**src/include/neighbor_settings.svh**
```systemverilog
`ifndef NEIGHBOR_SETTINGS_SVH
`define NEIGHBOR_SETTINGS_SVH

//////////////////////////////////////////////////////////////
// Neighbor SRAM geometry
//////////////////////////////////////////////////////////////

`define NEIGHBOR_ID_W 7     // One neighbor ID.
`define NEIGHBOR_WORD_W 14  // Two IDs per SRAM row.
`define NEIGHBOR_ROW_W 6    // Row address bits.

//////////////////////////////////////////////////////////////
// Request side
//////////////////////////////////////////////////////////////

`define MAX_DEGREE 15       // Largest neighbor count.
`define NUM_EDGE_PE 4       // Requesting edge PEs.

//////////////////////////////////////////////////////////////
// Configuration bus
//////////////////////////////////////////////////////////////

`define CSR_ADDR_W 2

`endif

```
**src/hw/graph_mem_pkg.sv**
```systemverilog
`default_nettype none

`include "neighbor_settings.svh"

// Types for the memory side of the neighbor bank.
package graph_mem_pkg;

    // Row address into the neighbor SRAM.
    typedef logic [`NEIGHBOR_ROW_W-1:0] row_t;

    // One SRAM row, lower ID in the low half.
    typedef logic [`NEIGHBOR_WORD_W-1:0] sram_word_t;

    // A single neighbor vertex ID.
    typedef logic [`NEIGHBOR_ID_W-1:0] neighbor_id_t;

    // Statistics counters in the CSR block.
    typedef logic [15:0] counter_t;

endpackage

`default_nettype wire

```
**src/hw/neighbor_bank_csr.sv**
```systemverilog
`timescale 1ns/1ps
`default_nettype none

`include "neighbor_settings.svh"

module neighbor_bank_csr (
    input  logic                    clk,
    input  logic                    reset,
    input  logic [`CSR_ADDR_W-1:0]  cfg_addr,
    input  logic                    cfg_wr,
    input  logic [15:0]             cfg_wdata,
    output logic [15:0]             cfg_rdata,
    output graph_mem_pkg::row_t     base_row,
    input  logic                    burst_done,
    input  logic                    word_sent
);

    localparam logic [`CSR_ADDR_W-1:0] ADDR_BASE  = 'd0;
    localparam logic [`CSR_ADDR_W-1:0] ADDR_BURST = 'd1;
    localparam logic [`CSR_ADDR_W-1:0] ADDR_WORDS = 'd2;
    localparam logic [`CSR_ADDR_W-1:0] ADDR_CLEAR = 'd3;

    graph_mem_pkg::counter_t burst_cnt;
    graph_mem_pkg::counter_t word_cnt;
    logic                    clear_stats;

    // Holds at all ones.
    function automatic graph_mem_pkg::counter_t sat_inc(
        input graph_mem_pkg::counter_t cnt,
        input logic                    pulse
    );
        if (pulse && cnt != '1) begin
            return cnt + 1'b1;
        end
        return cnt;
    endfunction

    assign clear_stats = cfg_wr && (cfg_addr == ADDR_CLEAR);

    always_ff @(posedge clk) begin
        if (reset) begin
            base_row  <= '0;
            burst_cnt <= '0;
            word_cnt  <= '0;
        end else begin
            if (cfg_wr && cfg_addr == ADDR_BASE) begin
                base_row <= cfg_wdata[`NEIGHBOR_ROW_W-1:0];
            end
            if (clear_stats) begin
                burst_cnt <= '0; // Clear beats a same-cycle pulse.
                word_cnt  <= '0;
            end else begin
                burst_cnt <= sat_inc(burst_cnt, burst_done);
                word_cnt  <= sat_inc(word_cnt, word_sent);
            end
        end
    end

    always_comb begin
        case (cfg_addr)
            ADDR_BASE:  cfg_rdata = 16'(base_row);
            ADDR_BURST: cfg_rdata = burst_cnt;
            ADDR_WORDS: cfg_rdata = word_cnt;
            default:    cfg_rdata = '0;
        endcase
    end

endmodule

`default_nettype wire

```
**config.mk**
```make
export PLATFORM = sky130hd
export DESIGN_NAME = neighbor_bank_csr
export DESIGN_NICKNAME = d
export VERILOG_FILES = /design/src/hw/graph_mem_pkg.sv /design/src/hw/neighbor_bank_csr.sv
export VERILOG_INCLUDE_DIRS = /design/src /design/src/include
export SDC_FILE = /design/constraint.sdc
export NUM_CORES = 1
export LEC_CHECK = 0
export CAP_MARGIN = 30
export CORE_MARGIN = 5
export CORE_UTILIZATION = 25
export DETAILED_ROUTE_END_ITERATION = 10
export DONT_BUFFER_PORTS = 1
export GPL_TIMING_DRIVEN = 0
export PLACE_DENSITY = 0.49
export SLEW_MARGIN = 20
export SYNTH_ARGS = -nofsm -noshare
export SYNTH_HDL_FRONTEND = slang
export SYNTH_SLANG_ARGS = --single-unit
```
**constraint.sdc**
```tcl
create_clock -name clk -period 1.8 [get_ports clk]
set_clock_uncertainty 0.1 [all_clocks]
set_input_delay 0.18 -clock clk [delete_from_list [all_inputs] [get_ports clk]]
set_output_delay 0.18 -clock clk [all_outputs]
set_load 0.005 [all_outputs]
```
## Word-level counts from Yosys, hierarchy flattened

Cells that the tools add are included.

| word-level totals | value |
|---|---|
| register bits after elaboration | 38 |
| input port bits | 23 |
| output and inout bits | 22 |
| logic and storage cells | 25 |

| operators by class | value |
|---|---|
| $add $sub $neg | 2 |
| eq/ne operators | 5 |
| muxes and demuxes | 9 |
| reduce and logical (&&, ||, !) cells | 6 |

Operator list:

| operator | number |
|---|---|
| $pmux 16 s3 | 1 |
| $add 16x1->16 const B | 2 |
| $mux 16 | 2 |
| $ne 16x16->1 const B | 2 |
| $mux 1 | 6 |
| $eq 2x2->1 const B | 2 |
| $logic_and 1x1->1 | 4 |
| $eq 2x1->1 const B | 1 |
| $logic_not 2->1 | 1 |
| $reduce_or 2->1 | 1 |

## Logic depth before layout (Yosys ltp)

| depth | value |
|---|---|
| depth after elaboration | 5 |
| gate-level depth with buffers | 6 |
| depth with buffers taken out | 5 |

## Worst setup path after synthesis

Ideal clock, no wire load.

| path | value |
|---|---|
| kind | reg2reg |
| from | register word_cnt[0] |
| to | register word_cnt[11] |
| setup time | 0.070 ns |
| data arrival time | 1.529 ns |
| data required time | 1.630 ns |
| slack | 0.100 ns |
| cell stages (with the launch flop) | 7 |
| buffers on the path | 1 |
| period minus slack after synthesis | 1.700 ns |
| path through | dfxtp_1 ha_1 and3_1 and3_4 buf_6 or4_1 a21oi_1 |

| between the ends | value |
|---|---|
| longest elaborated chain between the ends | 5 |
| elaborated cells on any way between the ends | 7 |
| classes of those cells | add/sub (1); eq/ne (1); mux (4); reduce/logical (1) |

RTL lines:

| what | line | source |
|---|---|---|
| start: declaration | neighbor_bank_csr.sv:24 | `graph_mem_pkg::counter_t word_cnt;` |
| start signal: assignment | neighbor_bank_csr.sv:54 | `word_cnt <= sat_inc(word_cnt, word_sent);` |
| branches (longest 5 deep; another with $add 16x1->16) | -- |  |

Several ways; the timed one is not identified. The select of a mux whose other input is x is not followed.
A chain may end at the register's enable or synchronous reset.

## Final worst setup path

| path | value |
|---|---|
| from | register word_cnt[0] |
| to | register word_cnt[13] |

Same word-level chain as after synthesis.

==> metrics.md <==
| Metric | Value |
|---|---|
| Post-Route WL | 6290 um |
| Seq pwr share | between 50% and 60% |
| Share of cells above drive strength 1 | 15.8% |
| Req. time, crit path | 1.92 ns |
| DRC | 0 |
| CP Launch Type | register |
| Clk pwr share | 38.9% |
| # fillers | 941 |
| Die Width | about 110 um |
| Pleak | 0.849 nW |
| Gate power share | 7.2% |
| DRT antenna net count | 0 |
| Most frequent cell after synthesis | dfxtp_1 |
| Largest net degree at the start of global routing | 12 |
| Max Clk Rate | 0.574 GHz |
| Syn Nets | roughly 290 |
| Row count | 34 |
| Final clock period utilization by the worst path | 96.8% |
| Placement Cell Area | between 2000 and 2500 sq um |
| CP Capture Type | register |
| Most common flop cell mapped by yosys | dfxtp_1 |
| RSZ-0062 raised after global routing | false |
| Worst r2r src | word_cnt[0]$_SDFFE_PP0P_ |
| Syn-to-layout area delta | 14.8% |
| Int Pwr | approximately 1.2 mW |
| # clock sinks | 38 |
| Hold Path Stages | 3 |
| Setup WS pre-CTS | -0.147 ns |
| Max VDD drop | 336 uV |
| Cells after Synth | 269 |
| Cell Area, Synth | 2260 sq um |
| Min-delay src | word_sent |
| Arrival @ worst endpoint | 1.86 ns |
| Core area | 8760 sq um |
| Internal reg-to-reg setup slack | 0.06 ns |
| Placed Cells incl. Taps | 377 |
| CP max stage delay | 0.39 ns |
| CTS tree | done |
| Distinct cells, synth | 49 |
| Power per Cell Area | between 600 and 700 nW/um^2 |
| Hold_ws | 0.130 ns |
| Final instance area | 2600 sq um |
| Post-Layout Cell Count | 393 |
| R2R cell count | 6 |
| Total Power | 1.61 mW |
| Clock transition at the registers of the reported paths | 0.08 ns |
| Cell mode on critical path | and3_4 |
| GRT Total Usage | 11.5% |
| Most instantiated cells after synthesis | dfxtp_1, nand2_1, a21oi_1 |
| PnR worst setup slack | around 0.057 ns |
| Die Ht | 105 um |
| Worst Tran Pin Value | 0.591 ns |
| Diodes inserted | 0 |
| Hold endpoint | word_cnt[1]$_SDFFE_PP0P_ |
| Avg WL per Cell | 16.0 um |
| Clk_lat worst skew | 0.29 ns |
| Async set-reset flop share out of synthesis | 0% |
| Fin. Hold Viols | 0 |
| CTS max path bufs | 2 |
| Max-Cap Viols | 0 |
| Critical path class | reg2reg |
| Post-synth top area cell | dfxtp_1 |
| P_sw | 0.402 mW |
| RePlAce Congestion | 0.792 |
| Max_slew headroom | 60.4% |
| Number of port buffers | 0 |
| Max FO, Critical Path | 7 |
| Via density | 5.41 |
| Crit path time final | 1.74 ns |
| Final net count | 309 |
| Largest cells by area after synthesis | dfxtp_1, mux2i_1, nand2_1 |
| H-tree depth | 2 |
| Synth Warn # | 0 |
| Switching share of power | 25.0% |
| Max Slew Vio Count | 0 |
| HP Class | in2reg |
| First-pass GRT wire length | 10600 um |
| Post-synth EDFFs | 0 |
| Crit-path cells | ha_2, and3_4, and3_4, buf_6, or4_1, a21oi_1 |
| Hpwl dp | 4730 um |
| Initial core utilization | around 26% |
| Max stage delay cell, worst path | or4_1 |
| Initial antenna violation count | 0 |
| Die Area | 11100 sq um |
| Final setup violating endpoints | 0 |
| Num CTS Buffers | 5 |
| Mapped Avg Cell Area | 8.42 sq um |
| I/O pin count | 45 |
| RR Endpoint | word_cnt[13]$_SDFFE_PP0P_ |
| Sequential share of the synthesized area | 33.6% |
| CTS Root Cell | clkbuf_8 |
| Grt total ovfl | 0 |
| DRT iter0 DRCs | 90 |
| Register bit total from synthesis | 38 |
| Status | finished clean |
| DRT Pass-1 Iters | 4 |
| Vias | 2128 |
| Top-area cell type share of the netlist area | between 30% and 40% |
| Vias in the first global route | 2066 |
-- per-stage QoR --
stage / utilization [%] / TNS (ns)
after CTS: 29.5 / 0
after global placement: 27.4 / -0.880
after detailed placement: 27.4 / -1.06
after floorplan: - / 0
after global routing: 29.7 / 0
final: 29.7 / 0
-- cell families (layout without fill, tap and decap cells) --
logic type,Yosys count,count (layout),synth area share [%]
compound gates,79,79,23.2
xor+xnor,1,1,0.387
fa+ha+maj,2,2,1.10
buf+inv,22,38,5.69
flops,38,38,33.6
mux,16,16,7.07
simple gates,111,111,29.0
-- power by group through the flow --
stage          clock (mW)  combinational (mW)  sequential [mW]
4_1_cts             0.639               0.117            0.865
3_5_place_dp            0               0.106            0.885
5_1_grt             0.671               0.133            0.867
3_3_place_gp            0               0.104            0.884
6_report            0.625               0.116            0.865
2_1_floorplan           0              0.0805            0.880
-- routing by layer --
| layer | vias up | part of all wire, % | GRT usage (%) |
|---|---|---|---|
| met1 | 1005 | 48 | 16.0 |
| met2 | 61 | 44 | 17.7 |
| met5 | - | 0 | 0 |
| li1 | 1058 | - | - |
| met4 | 0 | 0.49 | 2.47 |
| met3 | 4 | 7.2 | 3.39 |
-- layout by cell type, fill, tap and decap left out, drive strengths merged --
| cell type | instances |
|---|---|
| a21o | 1 |
| nand4 | 13 |
| or4 | 4 |
| o21ai | 21 |
| inv | 4 |
| and3 | 8 |
| and2 | 4 |
| nand3 | 14 |
| or3 | 6 |
| clkbuf | 13 |
| or2 | 1 |
| a31o | 1 |
| dlygate4sd3 | 6 |
| clkinv | 1 |
| a21oi | 20 |
| a2111o | 4 |
| o31ai | 4 |
| a31oi | 7 |
| nor2b | 3 |
| nor3b | 1 |
| nor2 | 11 |
| nand2 | 27 |
| nor4 | 3 |
| a22o | 10 |
| ha | 2 |
| nor3 | 4 |
| dfxtp | 38 |
| xnor2 | 1 |
| buf | 14 |
| o21bai | 1 |
| a32oi | 1 |
| o311a | 1 |
| nand2b | 4 |
| a211oi | 5 |
| o211ai | 1 |
| a311oi | 1 |
| and4 | 8 |
| mux2i | 16 |
| o221a | 1 |
-- final cells by class --
class / instances / area (sq um) / area share, %
Sequential cell: 38 / 772 / 29.7
Tap cell: 108 / 135 / 5.20
Timing Repair Buffer: 9 / 82.6 / 3.18
Clock inverter: 1 / 5.00 / 0.192
Clock buffer: 7 / 86.3 / 3.32
Inverter: 4 / 15.0 / 0.577
Buffer: 17 / 109 / 4.19
Multi-Input combinational cell: 209 / 1400 / 53.7
-- worst max-delay path, delay by kind of cell (launching register included) --
kind,cells,cell delay (ns)
AO/OA/AOI/OAI,1,0.15
adder cells (fa/ha/maj),1,0.19
buffers and inverters,1,0.12
flip-flops,1,0.37
AND/OR/NAND/NOR,3,0.75
-- sequential cells by signal, summed over array words and instances, names as in the netlist --
name and flops:
burst_cnt 16, word_cnt 16, base_row 6
-- what timing repair did --
item,4_1_cts,5_1_grt
endpoints found under the hold margin,6,0
pin swaps,2,2
hold buffers,6,0
cloned,0,0
gates resized for setup,4,12
setup buffers,3,0
setup endpoints to repair,18,16
-- how the worst max path moves through the flow --
stage,startpoint,end,slack [ns],depth (start not counted)
finish,word_cnt[0]$_SDFFE_PP0P_,word_cnt[13]$_SDFFE_PP0P_,0.06,6
global route,word_cnt[0]$_SDFFE_PP0P_,word_cnt[13]$_SDFFE_PP0P_,0.0008,6
CTS,word_cnt[0]$_SDFFE_PP0P_,word_cnt[6]$_SDFFE_PP0P_,0.03,6
detailed placement,burst_cnt[1]$_SDFFE_PP0P_,burst_cnt[5]$_SDFFE_PP0P_,-0.15,6
global placement,burst_cnt[0]$_SDFFE_PP0P_,burst_cnt[5]$_SDFFE_PP0P_,-0.15,6
floorplan,word_cnt[0]$_SDFFE_PP0P_,word_cnt[11]$_SDFFE_PP0P_,0.10,6
Power figures use the tool's default switching activity.
