**src/include/neighbor_settings.svh**
```systemverilog
`ifndef NEIGHBOR_SETTINGS_SVH
`define NEIGHBOR_SETTINGS_SVH

//////////////////////////////////////////////////////////////
// Neighbor SRAM geometry
//////////////////////////////////////////////////////////////

`define NEIGHBOR_ID_W 7     // One neighbor ID.
`define NEIGHBOR_WORD_W 14  // Two IDs per SRAM row.
`define NEIGHBOR_ROW_W 6    // Row address bits.

//////////////////////////////////////////////////////////////
// Request side
//////////////////////////////////////////////////////////////

`define MAX_DEGREE 15       // Largest neighbor count.
`define NUM_EDGE_PE 4       // Requesting edge PEs.

//////////////////////////////////////////////////////////////
// Configuration bus
//////////////////////////////////////////////////////////////

`define CSR_ADDR_W 2

`endif

```
**src/hw/graph_mem_pkg.sv**
```systemverilog
`default_nettype none

`include "neighbor_settings.svh"

// Types for the memory side of the neighbor bank.
package graph_mem_pkg;

    // Row address into the neighbor SRAM.
    typedef logic [`NEIGHBOR_ROW_W-1:0] row_t;

    // One SRAM row, lower ID in the low half.
    typedef logic [`NEIGHBOR_WORD_W-1:0] sram_word_t;

    // A single neighbor vertex ID.
    typedef logic [`NEIGHBOR_ID_W-1:0] neighbor_id_t;

    // Statistics counters in the CSR block.
    typedef logic [15:0] counter_t;

endpackage

`default_nettype wire

```
**src/hw/neighbor_sram.sv**
```systemverilog
`timescale 1ns/1ps
`default_nettype none

`include "neighbor_settings.svh"

module neighbor_sram (
    input  logic                      clk,
    input  logic                      sram_cen,
    input  graph_mem_pkg::row_t       sram_addr,
    output graph_mem_pkg::sram_word_t sram_rdata,
    input  logic                      load_en,
    input  graph_mem_pkg::row_t       load_row,
    input  graph_mem_pkg::sram_word_t load_data
);

    localparam int DEPTH = 1 << `NEIGHBOR_ROW_W;

    graph_mem_pkg::sram_word_t mem [DEPTH];

    // Reads win over the load port.
    always_ff @(posedge clk) begin
        if (!sram_cen) begin
            sram_rdata <= mem[sram_addr]; // Data valid next cycle.
        end else if (load_en) begin
            mem[load_row] <= load_data;
        end
    end

endmodule

`default_nettype wire

```
**config.mk**
```make
export PLATFORM = sky130hd
export DESIGN_NAME = neighbor_sram
export DESIGN_NICKNAME = d
export VERILOG_FILES = /design/src/hw/graph_mem_pkg.sv /design/src/hw/neighbor_sram.sv
export VERILOG_INCLUDE_DIRS = /design/src /design/src/include
export SDC_FILE = /design/constraint.sdc
export NUM_CORES = 1
export LEC_CHECK = 0
export ABC_AREA = 1
export BUFFER_PORTS_ARGS = -buffer_cell sky130_fd_sc_hd__buf_2
export CORE_ASPECT_RATIO = 1.75
export CORE_MARGIN = 2
export CORE_UTILIZATION = 50
export CTS_CLUSTER_DIAMETER = 150
export CTS_CLUSTER_SIZE = 8
export DETAILED_ROUTE_END_ITERATION = 8
export GPL_TIMING_DRIVEN = 1
export PLACE_DENSITY = 0.65
export SYNTH_ARGS = -nofsm -noshare
export SYNTH_HDL_FRONTEND = slang
export SYNTH_SLANG_ARGS = --single-unit
export TNS_END_PERCENT = 5
```
**constraint.sdc**
```tcl
create_clock -name clk -period 4.8 [get_ports clk]
set_input_delay 0.24 -clock clk [delete_from_list [all_inputs] [get_ports clk]]
set_output_delay 0.24 -clock clk [all_outputs]
set_load 0.03 [all_outputs]
```
**After elaboration in Yosys (flattened, before gate mapping)**

Memory sizes are Yosys's and may differ from the RTL's. A register that Yosys moved wholly into a read port is not among the register bits.
Cells that the tools add are included.

- Register bits: 0
- RAM bits: 896
- Bits of input ports: 29
- Output and inout bits: 14
- Word-level logic and storage cells: 5
- Memories: 1

Memory list:

| name | depth | bits a word | rd ports | clocked after Yosys merged registers in | write ports | line | text |
|---|---|---|---|---|---|---|---|
| mem | 64 | 14 | 1 | 1 | 1 | neighbor_sram.sv:18 | `graph_mem_pkg::sram_word_t mem [DEPTH];` |

- Muxes and demuxes: 3
- Reduce and logical (&&, ||, !) cells: 1

Operator list:

| operator | number |
|---|---|
| $mux W1 | 3 |
| $logic_not A1 Y1 | 1 |

**Depth between registers and ports, before layout**

Gate-level depths: netlist (run 1).

- Depth in word-level cells: 3
- Gate-level depth with buffers: 12
- Gate-level depth less buffers: 9

**Worst setup path before layout (run 1)**

Ideal clock, no wire load.

- Path kind: in2reg
- From: input port sram_cen
- To: memory mem[0][0] in the netlist's numbering (enable)
- Library setup time: 0.384 ns
- Arrival: 1.338 ns
- Data required time: 4.416 ns
- Setup slack: 3.078 ns
- Cell stages on the path: 4
- Buffers on the path: 0
- Cells stage by stage: nand2_1 > inv_1 > nand4_1 > nor2_1

- Word-level cells in the longest chain between the ends: 2

RTL lines:

| what | line | text |
|---|---|---|
| start: declaration | neighbor_sram.sv:8 | `input logic sram_cen,` |
| $mux W1 | neighbor_sram.sv:22 | `if (!sram_cen) begin` |
| $mux W1 (implied by the code) | neighbor_sram.sv:25 | `mem[load_row] <= load_data;` |
| end: declaration | neighbor_sram.sv:18 |  |

Every way passes these cells.

==> summary.json, run 1 <==
{
  "run_status": {
    "run_status": "finished with violations",
    "violations": "DRC"
  },
  "clocking": {
    "cts_tree": "built",
    "worst_setup_hold_path_clk_slew_ps": 50,
    "number_of_buffers_inserted_by_hold_repair_at_cts": 0,
    "post_cts_buffers": 0,
    "cts_resized": 0,
    "cts_inserted_buffers": 131,
    "clockRootBuffer": "sky130_fd_sc_hd__clkbuf_16",
    "clock_tree.buffer_depth": 3,
    "htree_levels": 4,
    "insertion_delay_to_the_later_sink_of_the_worst_skew_pair_ps": 690,
    "cts.sink_count": 910
  },
  "critical_path": {
    "reg2reg_to": "sram_rdata[7]",
    "source_of_the_critical_timing_path": "sram_addr[0]",
    "worst_path_max_delay_cell": "sky130_fd_sc_hd__clkinv_8",
    "timing.critical_path.to_type": "flip-flop",
    "crit_end": "sram_rdata[7]",
    "reg2reg_setup_slack_ps": 2910,
    "critical_path_required_ps": 5220,
    "r2r_start": "mem[31][7]",
    "critical_path.startpoint_type": "input port",
    "r2r.worst_path.cells": 8,
    "timing.critical_path.cells": "buf_8 -> clkinv_8 -> buf_4 -> nand2_1 -> nand3_1 -> nand3_1 -> nand2_1 -> nand2_1 -> nand3_1 -> nand3_1 -> nand2_1",
    "largest_delay_contributor_family_on_the_critical_path": "buffers and inverters",
    "slowest_delay_ps": 560,
    "criticalPathCategory": "input port to flip-flop",
    "critPathBufInv": 3,
    "worstSetupPathDepth": 11,
    "critical_path.max_fanout": 108,
    "crit_arrival_ps": 2990
  },
  "placed_design": {
    "numPortBuffers": 42,
    "dp_hpwl_mm": 53.46,
    "finalWeightedCongestion": 0.8732,
    "placed_cell_area_um2": 38030
  },
  "yosys": {
    "total_of_flip_flops_plus_latches_after_synthesis": 910,
    "syn_area_um2": 37060,
    "portion_of_synthesized_cell_area_occupied_by_the_leading_cell_type_pct": 73.74,
    "synth.avg_cell_area_um2": 12.00,
    "synth-main-ff-cell": "sky130_fd_sc_hd__edfxtp_1",
    "synthArstFlopShare_pct": 0,
    "synth_cell_type_count": 16,
    "synth_fp_nets": 3116,
    "library_cell_occupying_the_most_area_in_the_post_synthesis_netlist": "sky130_fd_sc_hd__edfxtp_1",
    "synthTopCellsByArea": "sky130_fd_sc_hd__edfxtp_1, sky130_fd_sc_hd__nand2_1, sky130_fd_sc_hd__nand3_1",
    "synth_most_common_cell": "sky130_fd_sc_hd__nand2_1",
    "synth.cells.most_frequent": "sky130_fd_sc_hd__nand2_1, sky130_fd_sc_hd__edfxtp_1, sky130_fd_sc_hd__nand3_1",
    "synth.yosys.seq_area_share_pct": 73.74,
    "synth_cells": 3087,
    "synth-warning-count": 0,
    "synth_enable_flop_cells": 910
  },
  "min_path": {
    "hold_crit_start": "sram_addr[5]",
    "hold_path.class": "input port to flip-flop"
  },
  "floorplanning": {
    "placementRows": 132,
    "design.portCount": 43,
    "core_area_um2": 73660,
    "chipWidth_um": 209.8,
    "area_of_the_die_um2": 76400,
    "floorplan.initialDensity_pct": 50.31,
    "die_height_um": 364.2
  },
  "final_layout": {
    "layout-area-overhead-vs-synth_pct": 11.87,
    "cell_area_after_layout_um2": 41460,
    "utilization_pct": 56.28,
    "share_of_layout_cells_above_drive_strength_1_pct": 9.194,
    "finalNetCount": 3197,
    "fillCellCount": 5913
  },
  "global_route": {
    "pin_count_of_the_biggest_net_entering_global_routing": 177,
    "antenna_violations_before_repair": 4,
    "gr-usage-all-layers_pct": 25.89,
    "globalRoute.totalOverflow": 0,
    "grt_first_pass_wirelength_mm": 146.2,
    "grt_pass1_vias": 23925
  },
  "power_and_ir_drop": {
    "max-vdd-ir-drop_uv": 311.8,
    "pwr_density_cell_nw_per_um2": 429.4,
    "power.leakage_nw": 15.02
  },
  "detailed_routing": {
    "drt_wl_total_mm": 97.78,
    "post_drt_wl_per_cell_um": 23.76,
    "routed_via_density": 5.863,
    "ant_nets": 0,
    "vias": 24131,
    "drt_iter0_markers": 2547,
    "drc": 6,
    "drt_pass1_iterations": 9
  },
  "timing": {
    "achievable-frequency_ghz": 0.3884,
    "slew-limit-headroom_pct": 28.86,
    "period_needed_ps": 2574,
    "grt_setup_unrepaired": "false",
    "worst_slew_pin_slew_ps": 1066,
    "final_max_slew_viol_count": 0,
    "fin_crit_sh_pct": 53.63,
    "fin_tns_setup_ps": 0,
    "clock_skew_ps": 25.37,
    "report.final.setup_viol": 0,
    "timing.final.hold_violations": 0
  },
  "run": {
    "drv.max_cap_violation_count": 0
  }
}
==> routing by layer <==
layer / routed length [um] / track usage (%)
met5: 30 / 0
met4: 5400 / 14.74
met3: 6839 / 4.290
met2: 49770 / 44.72
met1: 35740 / 30.77
==> cells in the final DEF, fill, tap and decap left out, drive strengths merged <==
cell and count:
buf 140, edfxtp 910, inv 18, nor2 64, nand3 764, nand4 8, diode 2, clkinv 2
nand2 1135, clkbuf 135
==> area by class of cell <==
class / instances / area, um2 / area share [%]
inverter: 14 / 72.57 / 0.1750
antenna: 2 / 5.005 / 0.01207
sequential: 910 / 27330 / 65.91
clock buffer: 135 / 3378 / 8.148
timing repair buffer: 140 / 1065 / 2.568
multi-input combinational: 1971 / 8392 / 20.24
tap: 938 / 1174 / 2.831
clock inverter: 6 / 47.55 / 0.1147
==> metrics by stage <==
| stage | cells | total power, mW | setup WS [ps] | hold WS, ps |
|---|---|---|---|---|
| after floorplan | 3087 | 9.570 | 3078 | 338.9 |
| after global placement | 3973 | 9.957 | 1563 | 766.7 |
| after detailed placement | 3973 | 9.974 | 1537 | 760.1 |
| after CTS | 4114 | 17.90 | 2251 | 90.07 |
| after global routing | 4115 | 18.30 | 2128 | 139.8 |
| final | 4116 | 17.80 | 2226 | 142.9 |
==> cells by family (layout without fill, tap and decap cells) <==
logic type,Yosys count,count (layout),share of synthesized area (%)
buf+inv,206,295,3.667
flops,910,910,73.74
other cells,0,2,0
simple gates,1971,1971,22.60
==> sequential cells by signal, indices dropped and copies added (netlist names) <==
register / flops
sram_rdata: 14
mem: 896
==> worst min-delay path by stage <==
stage / endpoint / depth (start not counted)
after global placement: sram_rdata[5] / 1
after floorplan: mem[0][0] / 0
after detailed placement: sram_rdata[5] / 1
final: sram_rdata[5] / 3
after global routing: sram_rdata[4] / 3
after CTS: sram_rdata[5] / 3
==> power breakdown <==
part	total [mW]	internal [mW]	switching [mW]
sequential	8.83	8.81	0.0152
clock	7.97	4.90	3.07
combinational	1.00	0.231	0.773
total	17.8	13.9	3.86
==> tightest hold or removal path: cells and delay by family <==
kind / cells / cell delay [ps]
buf+inv: 1 / 230
simple gates: 2 / 180
(Power assumes the default switching activity.)
==> run 2, diff against run 1 <==
- PLACE_DENSITY: 0.65 -> 0.68
- clock period: 4.8 -> 2.1 ns (I/O delays scaled with it)
==> summary.json, run 2 (same netlist as run 1, synthesis figures left out) <==
{
  "clocking": {
    "worst_setup_hold_path_clk_slew_ps": 50,
    "cts_inserted_buffers": 131,
    "htree_levels": 4,
    "cts_tree": "built",
    "clockRootBuffer": "sky130_fd_sc_hd__clkbuf_16",
    "cts.sink_count": 910,
    "insertion_delay_to_the_later_sink_of_the_worst_skew_pair_ps": 700,
    "clock_tree.buffer_depth": 3,
    "cts_resized": 0
  },
  "critical_path": {
    "critical_path.startpoint_type": "flip-flop",
    "critical_path.max_fanout": 1,
    "r2r.worst_path.cells": 9,
    "reg2reg_to": "sram_rdata[3]",
    "r2r_start": "mem[27][3]",
    "crit_arrival_ps": 2040,
    "timing.critical_path.to_type": "flip-flop",
    "reg2reg_setup_slack_ps": 500,
    "critical_path_required_ps": 2540,
    "source_of_the_critical_timing_path": "mem[27][3]",
    "criticalPathCategory": "flip-flop to flip-flop",
    "crit_end": "sram_rdata[3]"
  },
  "floorplanning": {
    "floorplan.initialDensity_pct": 50.31,
    "design.portCount": 43,
    "placementRows": 132,
    "die_height_um": 364.2,
    "area_of_the_die_um2": 76400,
    "chipWidth_um": 209.8,
    "core_area_um2": 73660
  },
  "final_layout": {
    "register_with_the_most_flip_flops": "mem",
    "layout_commonest_cell": "sky130_fd_sc_hd__nand2_1",
    "commonest_cells_after_routing_fill_and_taps_aside": "sky130_fd_sc_hd__nand2_1, sky130_fd_sc_hd__edfxtp_1, sky130_fd_sc_hd__nand3_1",
    "seq_area_um2": 27330,
    "utilization_pct": 57.77,
    "flip_flop_count_of_the_largest_register_after_layout": 896,
    "share_of_layout_cells_above_drive_strength_1_pct": 11.46,
    "layout-area-overhead-vs-synth_pct": 14.82,
    "biggestRegsByFlops": "mem: 896 flops, sram_rdata: 14 flops",
    "finalNetCount": 3296,
    "fillCellCount": 5807,
    "multi_input_gate_area_um2": 8374
  },
  "global_route": {
    "top_usage_layer": "met2",
    "gr-usage-all-layers_pct": 27.34,
    "pin_count_of_the_biggest_net_entering_global_routing": 86,
    "antenna_violations_before_repair": 7,
    "met1_usage_pct": 30.60,
    "globalRoute.totalOverflow": 0,
    "grt_pass1_vias": 25020,
    "grt_first_pass_wirelength_mm": 153.1,
    "groute.layer.met2.usage_pct": 46.17,
    "met3_usage_pct": 5.065
  },
  "run_status": {
    "run_status": "finished clean"
  },
  "timing": {
    "report.final.setup_viol": 0,
    "period_needed_ps": 1601,
    "grt_setup_unrepaired": "false",
    "achievable-frequency_ghz": 0.6248,
    "final_max_slew_viol_count": 0,
    "fin_crit_sh_pct": 76.22,
    "worst_slew_pin_slew_ps": 1073,
    "timing.final.hold_violations": 0,
    "fin_tns_setup_ps": 0,
    "setup_ws_ps": 499.4,
    "clock_skew_ps": 21.32,
    "slew-limit-headroom_pct": 28.50
  },
  "detailed_routing": {
    "drt_pass1_iterations": 6,
    "vias": 24873,
    "post_drt_wl_per_cell_um": 24.52,
    "ant_nets": 0,
    "drt_iter0_markers": 2533,
    "routed_via_density": 5.891,
    "drc": 0,
    "drt_wl_total_mm": 103.5
  },
  "run": {
    "drv.max_cap_violation_count": 0
  },
  "power_and_ir_drop": {
    "pwr_density_cell_nw_per_um2": 969.6,
    "power.leakage_nw": 15.63,
    "max-vdd-ir-drop_uv": 662.3
  },
  "min_path": {
    "hold_path.class": "input port to flip-flop"
  },
  "placed_design": {
    "dp_hpwl_mm": 63.09,
    "numPortBuffers": 42,
    "finalWeightedCongestion": 0.9009,
    "pre_cts_slack_ps": -12.14
  }
}
==> run 2: cell count changes in the layout (fill, tap and decap cells not counted), sizes merged <==
cell / change
buf: +86
clkbuf: +1
clkinv: +6
diode: +1
dlygate4sd3: +13
inv: -1
==> run 2: worst min-delay path by stage <==
stage | start | to | depth (start not counted)
final | load_data[8] | mem[5][8] | 1
after detailed placement | load_data[4] | mem[42][4] | 1
after global routing | load_data[8] | mem[0][8] | 1
after global placement | load_data[4] | mem[40][4] | 1
after floorplan | load_data[0] | mem[0][0] | 0
after CTS | load_data[8] | mem[0][8] | 1
==> run 2: worst max-delay path, cell delays in order (launching register included) <==
cell	delay, ps
sky130_fd_sc_hd__edfxtp_1	360
sky130_fd_sc_hd__nand2_1	80
sky130_fd_sc_hd__nand3_1	90
sky130_fd_sc_hd__nand3_1	110
sky130_fd_sc_hd__buf_4	120
sky130_fd_sc_hd__nand2_1	60
sky130_fd_sc_hd__nand2_1	90
sky130_fd_sc_hd__nand3_1	100
sky130_fd_sc_hd__nand3_1	250
sky130_fd_sc_hd__nand2_1	90
==> run 2: stage by stage <==
step | area [um2] | cells | hold WS, ps | total power, mW
floorplan | 37060 | 3087 | 203.9 | 21.87
global route | 42550 | 4221 | 49.15 | 42.28
CTS | 42540 | 4219 | 33.13 | 41.39
detailed placement | 38880 | 4059 | 563.1 | 23.02
global placement | 38880 | 4059 | 557.4 | 22.97
finish | 42550 | 4222 | 63.38 | 41.26
==> run 2: power breakdown <==
group | internal [mW] | switching, mW | leakage [nW]
Clock | 11.3 | 7.17 | 1.73
Combinational | 0.669 | 1.89 | 5.70
Sequential | 20.1 | 0.0476 | 8.19
Total | 32.2 | 9.10 | 15.6
==> run 2: cell type report <==
type,instances,area share [%]
clock buffer,136,7.998
multi-input combinational,1971,19.68
clock inverter,11,0.3029
inverter,14,0.1676
sequential,910,64.22
timing repair buffer,239,4.855
tap,938,2.758
antenna,3,0.01764
==> run 2: timing repair <==
item                                   in CTS  in global routing
hold buffers                               13                  0
buffers inserted                            0                  0
endpoints found under the hold margin     222                  0
==> run 2: routing by layer <==
layer | vias to the layer above | wire length (um)
li1 | 11161 | -
met1 | 12136 | 35350
met2 | 1228 | 51810
met3 | 340 | 7514
met4 | 8 | 8826
met5 | - | 40
