==> src/include/neighbor_settings.svh <==
`ifndef NEIGHBOR_SETTINGS_SVH
`define NEIGHBOR_SETTINGS_SVH

//////////////////////////////////////////////////////////////
// Neighbor SRAM geometry
//////////////////////////////////////////////////////////////

`define NEIGHBOR_ID_W 7     // One neighbor ID.
`define NEIGHBOR_WORD_W 14  // Two IDs per SRAM row.
`define NEIGHBOR_ROW_W 6    // Row address bits.

//////////////////////////////////////////////////////////////
// Request side
//////////////////////////////////////////////////////////////

`define MAX_DEGREE 15       // Largest neighbor count.
`define NUM_EDGE_PE 4       // Requesting edge PEs.

//////////////////////////////////////////////////////////////
// Configuration bus
//////////////////////////////////////////////////////////////

`define CSR_ADDR_W 2

`endif

==> src/hw/graph_mem_pkg.sv <==
`default_nettype none

`include "neighbor_settings.svh"

// Types for the memory side of the neighbor bank.
package graph_mem_pkg;

    // Row address into the neighbor SRAM.
    typedef logic [`NEIGHBOR_ROW_W-1:0] row_t;

    // One SRAM row, lower ID in the low half.
    typedef logic [`NEIGHBOR_WORD_W-1:0] sram_word_t;

    // A single neighbor vertex ID.
    typedef logic [`NEIGHBOR_ID_W-1:0] neighbor_id_t;

    // Statistics counters in the CSR block.
    typedef logic [15:0] counter_t;

endpackage

`default_nettype wire

==> src/hw/pe_stream_pkg.sv <==
`default_nettype none

`include "neighbor_settings.svh"

// Types for the PE side of the neighbor bank.
package pe_stream_pkg;

    // Index of a requesting edge PE.
    typedef logic [$clog2(`NUM_EDGE_PE)-1:0] pe_tag_t;

    // Neighbor count of one list.
    typedef logic [$clog2(`MAX_DEGREE+1)-1:0] degree_t;

    // Bank controller states.
    typedef enum logic {
        idle   = 1'b0,
        stream = 1'b1
    } bank_state_t;

endpackage

`default_nettype wire

==> src/hw/neighbor_bank_ctrl.sv <==
`timescale 1ns/1ps
`default_nettype none

`include "neighbor_settings.svh"

module neighbor_bank_ctrl (
    input  logic                      clk,
    input  logic                      reset,
    input  logic                      start,
    input  graph_mem_pkg::row_t       start_row,
    input  pe_stream_pkg::degree_t    start_degree,
    input  pe_stream_pkg::pe_tag_t    start_tag,
    input  graph_mem_pkg::row_t       base_row,
    output logic                      sram_cen,
    output graph_mem_pkg::row_t       sram_addr,
    input  graph_mem_pkg::sram_word_t sram_rdata,
    output logic                      busy,
    output logic                      out_valid,
    output logic                      out_sos,
    output logic                      out_eos,
    output pe_stream_pkg::pe_tag_t    out_tag,
    output pe_stream_pkg::degree_t    out_degree,
    output graph_mem_pkg::sram_word_t out_data,
    output logic                      burst_done,
    output logic                      word_sent
);

    // One spare bit, the counters reach MAX_DEGREE plus one.
    localparam int CNT_W = $bits(pe_stream_pkg::degree_t) + 1;

    pe_stream_pkg::bank_state_t state, nx_state;
    pe_stream_pkg::pe_tag_t     tag_q, nx_tag;
    pe_stream_pkg::degree_t     deg_q, nx_deg;
    logic [CNT_W-1:0]           iss_cnt, nx_iss_cnt;
    logic [CNT_W-1:0]           out_cnt, nx_out_cnt;
    logic                       nx_cen;
    graph_mem_pkg::row_t        nx_addr;
    logic                       rd_valid;
    logic                       last_row;
    graph_mem_pkg::neighbor_id_t lo_id;
    logic                       nx_valid, nx_sos, nx_eos;
    graph_mem_pkg::sram_word_t  nx_data;

    assign busy     = (state == pe_stream_pkg::stream);
    assign lo_id    = sram_rdata[`NEIGHBOR_ID_W-1:0];
    assign last_row = (out_cnt + CNT_W'(2)) >= CNT_W'(deg_q);

    //////////////////////////////////////////////////////////////
    // Next state
    //////////////////////////////////////////////////////////////

    always_comb begin
        nx_state   = state;
        nx_tag     = tag_q;
        nx_deg     = deg_q;
        nx_iss_cnt = iss_cnt;
        nx_out_cnt = out_cnt;
        nx_cen     = 1'b1;
        nx_addr    = sram_addr;
        nx_valid   = 1'b0;
        nx_sos     = 1'b0;
        nx_eos     = 1'b0;
        nx_data    = sram_rdata;
        case (state)
            pe_stream_pkg::idle: begin
                if (start) begin
                    nx_state   = pe_stream_pkg::stream;
                    nx_cen     = 1'b0;
                    nx_addr    = base_row + start_row;
                    nx_tag     = start_tag;
                    nx_deg     = (start_degree == '0) ? 'd2 : start_degree; // Zero means two.
                    nx_iss_cnt = CNT_W'(2);
                    nx_out_cnt = '0;
                end
            end
            pe_stream_pkg::stream: begin
                // Read side, one row per cycle until the list is covered.
                if (iss_cnt < CNT_W'(deg_q)) begin
                    nx_cen     = 1'b0;
                    nx_addr    = sram_addr + 1'b1;
                    nx_iss_cnt = iss_cnt + CNT_W'(2);
                end
                // Output side, follows the reads by one cycle.
                if (rd_valid) begin
                    nx_valid   = 1'b1;
                    nx_sos     = (out_cnt == '0);
                    nx_eos     = last_row;
                    nx_out_cnt = out_cnt + CNT_W'(2);
                    if (last_row) begin
                        nx_state = pe_stream_pkg::idle;
                        if (deg_q[0]) begin
                            nx_data = {graph_mem_pkg::neighbor_id_t'(0), lo_id}; // Odd tail.
                        end
                    end
                end
            end
            default: nx_state = pe_stream_pkg::idle;
        endcase
    end

    //////////////////////////////////////////////////////////////
    // Registers
    //////////////////////////////////////////////////////////////

    always_ff @(posedge clk) begin
        if (reset) begin
            state     <= pe_stream_pkg::idle;
            sram_cen  <= 1'b1;
            sram_addr <= '0;
            iss_cnt   <= '0;
            out_cnt   <= '0;
            rd_valid  <= 1'b0;
            out_valid <= 1'b0;
            out_sos   <= 1'b0;
            out_eos   <= 1'b0;
        end else begin
            state     <= nx_state;
            sram_cen  <= nx_cen;
            sram_addr <= nx_addr;
            iss_cnt   <= nx_iss_cnt;
            out_cnt   <= nx_out_cnt;
            rd_valid  <= !sram_cen; // SRAM data lands this edge.
            out_valid <= nx_valid;
            out_sos   <= nx_sos;
            out_eos   <= nx_eos;
        end
    end

    always_ff @(posedge clk) begin
        tag_q      <= nx_tag;
        deg_q      <= nx_deg;
        out_tag    <= nx_tag;
        out_degree <= nx_deg;
        out_data   <= nx_data;
    end

    // Statistics strobes for the CSR block.
    assign word_sent  = out_valid;
    assign burst_done = out_valid && out_eos;

endmodule

`default_nettype wire

==> config.mk <==
export PLATFORM = sky130hd
export DESIGN_NAME = neighbor_bank_ctrl
export DESIGN_NICKNAME = d
export VERILOG_FILES = /design/src/hw/graph_mem_pkg.sv /design/src/hw/pe_stream_pkg.sv /design/src/hw/neighbor_bank_ctrl.sv
export VERILOG_INCLUDE_DIRS = /design/src /design/src/include
export SDC_FILE = /design/constraint.sdc
export NUM_CORES = 1
export LEC_CHECK = 0
export CAP_MARGIN = 15
export CORE_ASPECT_RATIO = 1.1
export CORE_MARGIN = 2
export CORE_UTILIZATION = 60
export CTS_CLUSTER_DIAMETER = 100
export CTS_CLUSTER_SIZE = 8
export DETAILED_ROUTE_END_ITERATION = 6
export DONT_BUFFER_PORTS = 1
export HOLD_SLACK_MARGIN = 0.02
export PLACE_DENSITY = 0.76
export SLEW_MARGIN = 30
export SYNTH_ARGS = -nofsm -noshare
export SYNTH_HDL_FRONTEND = slang
export SYNTH_SLANG_ARGS = --single-unit
==> constraint.sdc <==
create_clock -name clk -period 3 [get_ports clk]
set_clock_uncertainty 0.1 [all_clocks]
set_input_delay 0.3 -clock clk [delete_from_list [all_inputs] [get_ports clk]]
set_output_delay 0.3 -clock clk [all_outputs]
set_load 0.01 [all_outputs]
# Word level (Yosys, flattened, before mapping)
# Index checks and enable logic that the tools add are counted.
[op_classes] addsub=4 n_lt_le_gt_ge=2 n_eq_ne=3 n_mux=21 n_bitwise=2 n_reduce_logical=9
[op_table] op="14-bit two-way mux" n=4
[op_table] op="5-bit two-way mux" n=4
[op_table] op="5-bit one-hot mux with 2 select lines" n=2
[op_table] op="6-bit two-way mux" n=2
[op_table] op="6-bit one-hot mux with 2 select lines" n=1
[op_table] op="5-bit by 2-bit adder with 5-bit output (second input constant)" n=2
[op_table] op="6-bit by 1-bit adder with 6-bit output (second input constant)" n=1
[op_table] op="6-bit adder" n=1
[op_table] op="1-bit two-way mux" n=6
[op_table] op="2-bit AND reduction" n=3
[op_table] op="5-bit by 4-bit >= comparator with 1-bit output" n=1
[op_table] op="5-bit zero test" n=1
[op_table] op="5-bit by 4-bit < comparator with 1-bit output" n=1
[op_table] op="4-bit zero test" n=1
[op_table] op="2-bit by 1-bit inequality test with 1-bit output (second input constant)" n=2
[op_table] op="1-bit one-hot mux with 2 select lines" n=2
[op_table] op="3-bit OR reduction" n=1
[op_table] op="2-bit inequality test (second input constant)" n=1
[op_table] op="1-bit NOT" n=2
[op_table] op="2-bit OR reduction" n=1
[op_table] op="1-bit logical AND" n=1
[op_table] op="1-bit zero test" n=1
[word_totals] ff_bits=42

# Longest topological paths before layout
[depth] ltp_word=5 ltp_mapped=7 ltp_nobuf=7

# Worst setup path after synthesis
# Ideal clock, no wire load.
[synth_timing] kind="register to register" from="register out_cnt[1]" to="register state, in the netlist busy" setup_time_ps=86 arrival_time_ps=1751 required_ps=2814 slack_ps=1063 path_stages_with_launch=7 n_path_buf=0 period_less_slack_ps=1937 cell_sequence="dfxtp_1 ha_1 ha_1 a21o_1 a211o_1 a41o_1 a211oi_1"
[synth_between] elab_chain_cells=5
[synth_rtl] element="start, declared" line="neighbor_bank_ctrl.sv:35" rtl="logic [CNT_W-1:0] out_cnt, nx_out_cnt;"
[synth_rtl] element="start signal, assigned" line="neighbor_bank_ctrl.sv:121" rtl="out_cnt <= nx_out_cnt;"
[synth_rtl] element="5-bit by 2-bit adder with 5-bit output" line="neighbor_bank_ctrl.sv:46" rtl="assign last_row = (out_cnt + CNT_W'(2)) >= CNT_W'(deg_q);"
[synth_rtl] element="5-bit by 4-bit >= comparator with 1-bit output" line="neighbor_bank_ctrl.sv:46"
[synth_rtl] element="1-bit two-way mux" line="neighbor_bank_ctrl.sv:89" rtl="if (last_row) begin"
[synth_rtl] element="1-bit two-way mux" line="neighbor_bank_ctrl.sv:84" rtl="if (rd_valid) begin"
[synth_rtl] element="1-bit one-hot mux with 2 select lines" line="neighbor_bank_ctrl.sv:64" rtl="case (state)"
[synth_rtl] element="end signal, assigned" line="neighbor_bank_ctrl.sv:107" rtl="state <= pe_stream_pkg::idle;"
[synth_rtl] element="end signal, assigned" line="neighbor_bank_ctrl.sv:117" rtl="state <= nx_state;"
[synth_rtl] element="end, declared" line="neighbor_bank_ctrl.sv:31" rtl="pe_stream_pkg::bank_state_t state, nx_state;"
# Every way passes these cells.
# A chain may end at the register's enable or synchronous reset.

# Worst setup path in the final report
[layout_timing] from="register deg_q[2]" to="register sram_addr[4]"
[layout_between] elab_chain_cells=3
[layout_rtl] element="start, declared" line="neighbor_bank_ctrl.sv:33" rtl="pe_stream_pkg::degree_t deg_q, nx_deg;"
[layout_rtl] element="start signal, assigned" line="neighbor_bank_ctrl.sv:131" rtl="deg_q <= nx_deg;"
[layout_rtl] element="5-bit by 4-bit < comparator with 1-bit output" line="neighbor_bank_ctrl.sv:78" rtl="if (iss_cnt < CNT_W'(deg_q)) begin"
[layout_rtl] element="2-bit by 1-bit inequality test with 1-bit output (no line)"
[layout_rtl] element="2-bit AND reduction (no line)"
[layout_rtl] element="end signal, assigned" line="neighbor_bank_ctrl.sv:119" rtl="sram_addr <= nx_addr;"
[layout_rtl] element="end, declared" line="neighbor_bank_ctrl.sv:15" rtl="output graph_mem_pkg::row_t sram_addr,"
# Every way passes these cells.

==> results.yml <==
logic_synthesis:
  share_of_yosys_cell_area_claimed_by_the_top_area_cell_type_pct: 38.3
  yosys_register_bits: 40
  postSynthCellCount: 175
  netlist-cell-type-count: 41
  synth-warning-count: 0
  postSynthAreaPerCell_um2: 10.1
  syn_area_um2: 1780
  yosysSeqAreaShare_pct: 48.5
  synth_nets: 225
  synth_area_leader_cell: "sky130_fd_sc_hd__dfxtp_1"
  ys_top_cells_by_area: "sky130_fd_sc_hd__dfxtp_1, sky130_fd_sc_hd__edfxtp_1, sky130_fd_sc_hd__ha_1, sky130_fd_sc_hd__a21oi_1, sky130_fd_sc_hd__nor2_1"
route:
  initial_drc_count: 43
  drc: 0
  wl_per_cell_um: 17.1
  final_antenna_net_count: 0
  overall_via_count_from_detail_route: 1382
  vias_per_cell: 5.98
  finalWirelength_um: 3940
  number_of_detailed_route_iterations_in_the_first_pass: 4
final_layout:
  final_common_cell: "sky130_fd_sc_hd__dfxtp_1"
  mostFrequentLayoutCells: "sky130_fd_sc_hd__dfxtp_1, sky130_fd_sc_hd__dlygate4sd3_1, sky130_fd_sc_hd__nor2_1, sky130_fd_sc_hd__ha_1, sky130_fd_sc_hd__a21oi_1"
  antenna-diode-count: 0
  seq_area_um2: 861
  fin_nets: 247
  stdcell_count: 231
  area_growth_syn_to_layout_pct: 18.3
  multi_input_area_um2: 846
  drive_above_1_share_pct: 6.06
  number_of_filler_instances_in_the_final_layout: 205
placed_design:
  numPortBuffers: 0
  post-dp-hpwl_um: 2500
  gp_congestion: 0.776
  dp.cells: 200
setup_path:
  slowest_stage: "sky130_fd_sc_hd__edfxtp_1"
  worst_r2r_setup_slack_ns: 0.80
  cpPeakStageDelay_ns: 0.48
  timing.critical_path.mode_cell: "sky130_fd_sc_hd__a21oi_1"
  critical_path.reg2reg.startpoint: "deg_q[2]$_SDFFCE_PN0P_"
  critical_path.n_buffers_inverters: 1
  reg2reg_to: "sram_addr[4]$_SDFFE_PP0P_"
  crit_cells: 7
  path_class: "flip-flop to flip-flop"
  worstSetupEndpoint: "sram_addr[4]$_SDFFE_PP0P_"
  critPathLaunchType: "flip-flop"
  critPathArrivalTime_ns: 2.37
  critical_path_cell_sequence: "inv_1 -> ha_1 -> o21ai_0 -> a21oi_1 -> o21a_1 -> a21oi_1 -> o32ai_1"
  worst_path_dominant_cell_family: "compound AO/OA/AOI/OAI gates"
  cp-startpoint: "deg_q[2]$_SDFFCE_PN0P_"
  worstRegToRegCells: 7
  cp-end-kind: "flip-flop"
  worst-path-max-fanout: 6
  wp_data_required_ns: 3.16
die:
  top_level_port_count: 68
  dieHeight_um: 61.1
  design.core.area_um2: 2800
  starting_density_of_the_core_pct: 63.3
  horiz_die_dim_um: 55.9
  row_count: 20
  fp.dieArea_um2: 3410
clock_tree:
  postCtsSetupBuffers: 0
  holdBufCountCts: 22
  cts_buffers: 5
  clock_sink_count: 40
  post_cts_resize_count: 0
  path_clk_slew_ns: 0.14
  cts-htree-levels: 2
  clkLatencyLatePin_ns: 0.36
  cts_root_cell: "sky130_fd_sc_hd__clkbuf_4"
  cts-root-to-sink-buffers: 2
  cts_tree: "built"
global_routing:
  track_usage_pct: 24.9
  grt_first_pass_wirelength_um: 6370
  globalRoute.totalOverflow: 0
  grt_start_max_net_pins: 18
  grt_antenna_before_repair: 0
  first_global_vias: 1342
run:
  max-cap-violations: 0
sta:
  final-hold-violation-count: 0
  tightest_slew_ns: 0.657
  final.setup.tns_ns: 0
  layout_min_cycle_time_ns: 2.20
  setup-violations-final: 0
  maxSlewViolCount: 0
  rsz0062_at_grt: "false"
  timing.slew.headroom_pct: 56.1
  fraction_of_the_cycle_the_final_worst_path_needs_pct: 73.5
  clock.fmax_mhz: 454
outcome:
  outcome: "finished, final reports clean"
power:
  static_leak_nw: 0.890
  comb_power_share_pct: 13.4
  power_density_nw_per_um2: 544
  power.ir.vdd_worst_v: 0.000492
  internal_power_mw: 0.832
  netSwitchingPower_mw: 0.311
  power.switching_fraction_pct: 27.2
  clock_network_power_share_pct: 32.5
  sequentialPowerShare_pct: 54.1
min_path:
  hp-class: "input port to flip-flop"
==> final cells by class <==
cell class / count / area share (%)
flip-flops and latches: 40 / 41.0
multi-input cells: 118 / 40.3
repair buffers: 24 / 11.3
clock inverters: 3 / 2.21
well taps: 33 / 1.97
clock buffers: 5 / 1.79
inverters: 8 / 1.43
==> routing by layer <==
metal / global-route usage, % / vias up / part of all wire [%]
li1: - / 666 / -
met1: 28.2 / 641 / 39
met2: 44.9 / 67 / 52
met3: 7.35 / 8 / 7.4
met4: 10.5 / 0 / 1.7
met5: 0 / - / 0
==> per-stage QoR <==
step | setup slack, ns | hold slack (ns) | total power, mW | utilization [%] | instance area, µm²
finish | 0.796 | 0.0916 | 1.14 | 74.9 | 2100
global route | 0.672 | 0.0887 | 1.19 | 74.9 | 2100
CTS | 0.937 | 0.0288 | 1.13 | 74.6 | 2090
detailed placement | 0.972 | 0.228 | 0.750 | 63.7 | 1790
global placement | 1.04 | 0.228 | 0.742 | 63.7 | 1790
floorplan | 1.06 | 0.228 | 0.726 | - | 1780
==> worst min path at each step <==
stage	to	start	slack (ns)	depth (start not counted)
after floorplan	out_data[0]$_DFF_P_	sram_rdata[0]	0.23	0
final	out_cnt[3]$_SDFFE_PP0P_	start	0.09	3
after CTS	iss_cnt[3]$_SDFFE_PP0P_	reset	0.03	2
after global placement	out_data[3]$_DFF_P_	sram_rdata[3]	0.23	0
after global routing	out_cnt[3]$_SDFFE_PP0P_	start	0.09	3
after detailed placement	out_data[1]$_DFF_P_	sram_rdata[1]	0.23	0
==> registers in the layout, summed over array words and instances (netlist names) <==
signal,count
out_sos,1
tag_q,2
out_cnt,4
rd_valid,1
busy,1
iss_cnt,4
out_data,14
sram_cen,1
out_valid,1
out_eos,1
sram_addr,6
deg_q,4
==> worst min-delay path, stage by stage <==
cell	delay (ns)
sky130_fd_sc_hd__o21ai_0	0.05
sky130_fd_sc_hd__a21oi_1	0.11
sky130_fd_sc_hd__nor3_1	0.05
==> power groups by stage <==
stage	clock, mW	sequential (mW)	combinational, mW
global route	0.399	0.623	0.171
CTS	0.367	0.616	0.148
finish	0.372	0.618	0.153
floorplan	0	0.622	0.104
detailed placement	0	0.628	0.122
global placement	0	0.628	0.114
==> cell families after synthesis <==
| logic type | count (synthesis) | share of synthesized area (%) |
|---|---|---|
| adders and majority gates | 15 | 11.0 |
| DFF | 40 | 48.5 |
| buffers and inverters | 17 | 3.88 |
| and+or+nand+nor | 53 | 15.7 |
| AOI/OAI and AO/OA | 40 | 15.8 |
| xor gates and xnor gates | 7 | 3.45 |
| muxes | 3 | 1.69 |
==> synthesized netlist by cell type <==
library cell and instances:
sky130_fd_sc_hd__nor3b_1 2, sky130_fd_sc_hd__nor3_1 3, sky130_fd_sc_hd__or4_1 1, sky130_fd_sc_hd__o32ai_1 2, sky130_fd_sc_hd__mux2i_1 3, sky130_fd_sc_hd__a311oi_1 1
sky130_fd_sc_hd__a211oi_1 5, sky130_fd_sc_hd__o211ai_1 1, sky130_fd_sc_hd__ha_1 14, sky130_fd_sc_hd__or2_2 2, sky130_fd_sc_hd__inv_1 8, sky130_fd_sc_hd__o21ai_4 1
sky130_fd_sc_hd__or3b_1 1, sky130_fd_sc_hd__and2_1 3, sky130_fd_sc_hd__a41o_1 1, sky130_fd_sc_hd__a41oi_1 1, sky130_fd_sc_hd__or3_1 1, sky130_fd_sc_hd__nor2b_1 8
sky130_fd_sc_hd__buf_4 1, sky130_fd_sc_hd__nand2b_1 5, sky130_fd_sc_hd__o22ai_1 1, sky130_fd_sc_hd__o211a_1 1, sky130_fd_sc_hd__xor2_1 1, sky130_fd_sc_hd__xnor2_1 6
sky130_fd_sc_hd__a22oi_1 2, sky130_fd_sc_hd__a211o_1 1, sky130_fd_sc_hd__dfxtp_1 34, sky130_fd_sc_hd__nor4_1 1, sky130_fd_sc_hd__and3_1 2, sky130_fd_sc_hd__o21ai_0 4
sky130_fd_sc_hd__a21o_1 3, sky130_fd_sc_hd__o311ai_0 1, sky130_fd_sc_hd__nand2_1 5, sky130_fd_sc_hd__nor2_1 15, sky130_fd_sc_hd__fa_1 1, sky130_fd_sc_hd__nand3_1 4
sky130_fd_sc_hd__clkbuf_1 7, sky130_fd_sc_hd__a21oi_1 12, sky130_fd_sc_hd__edfxtp_1 6, sky130_fd_sc_hd__buf_2 1, sky130_fd_sc_hd__o21a_1 3
No activity file was read; power rests on OpenSTA's default activity.
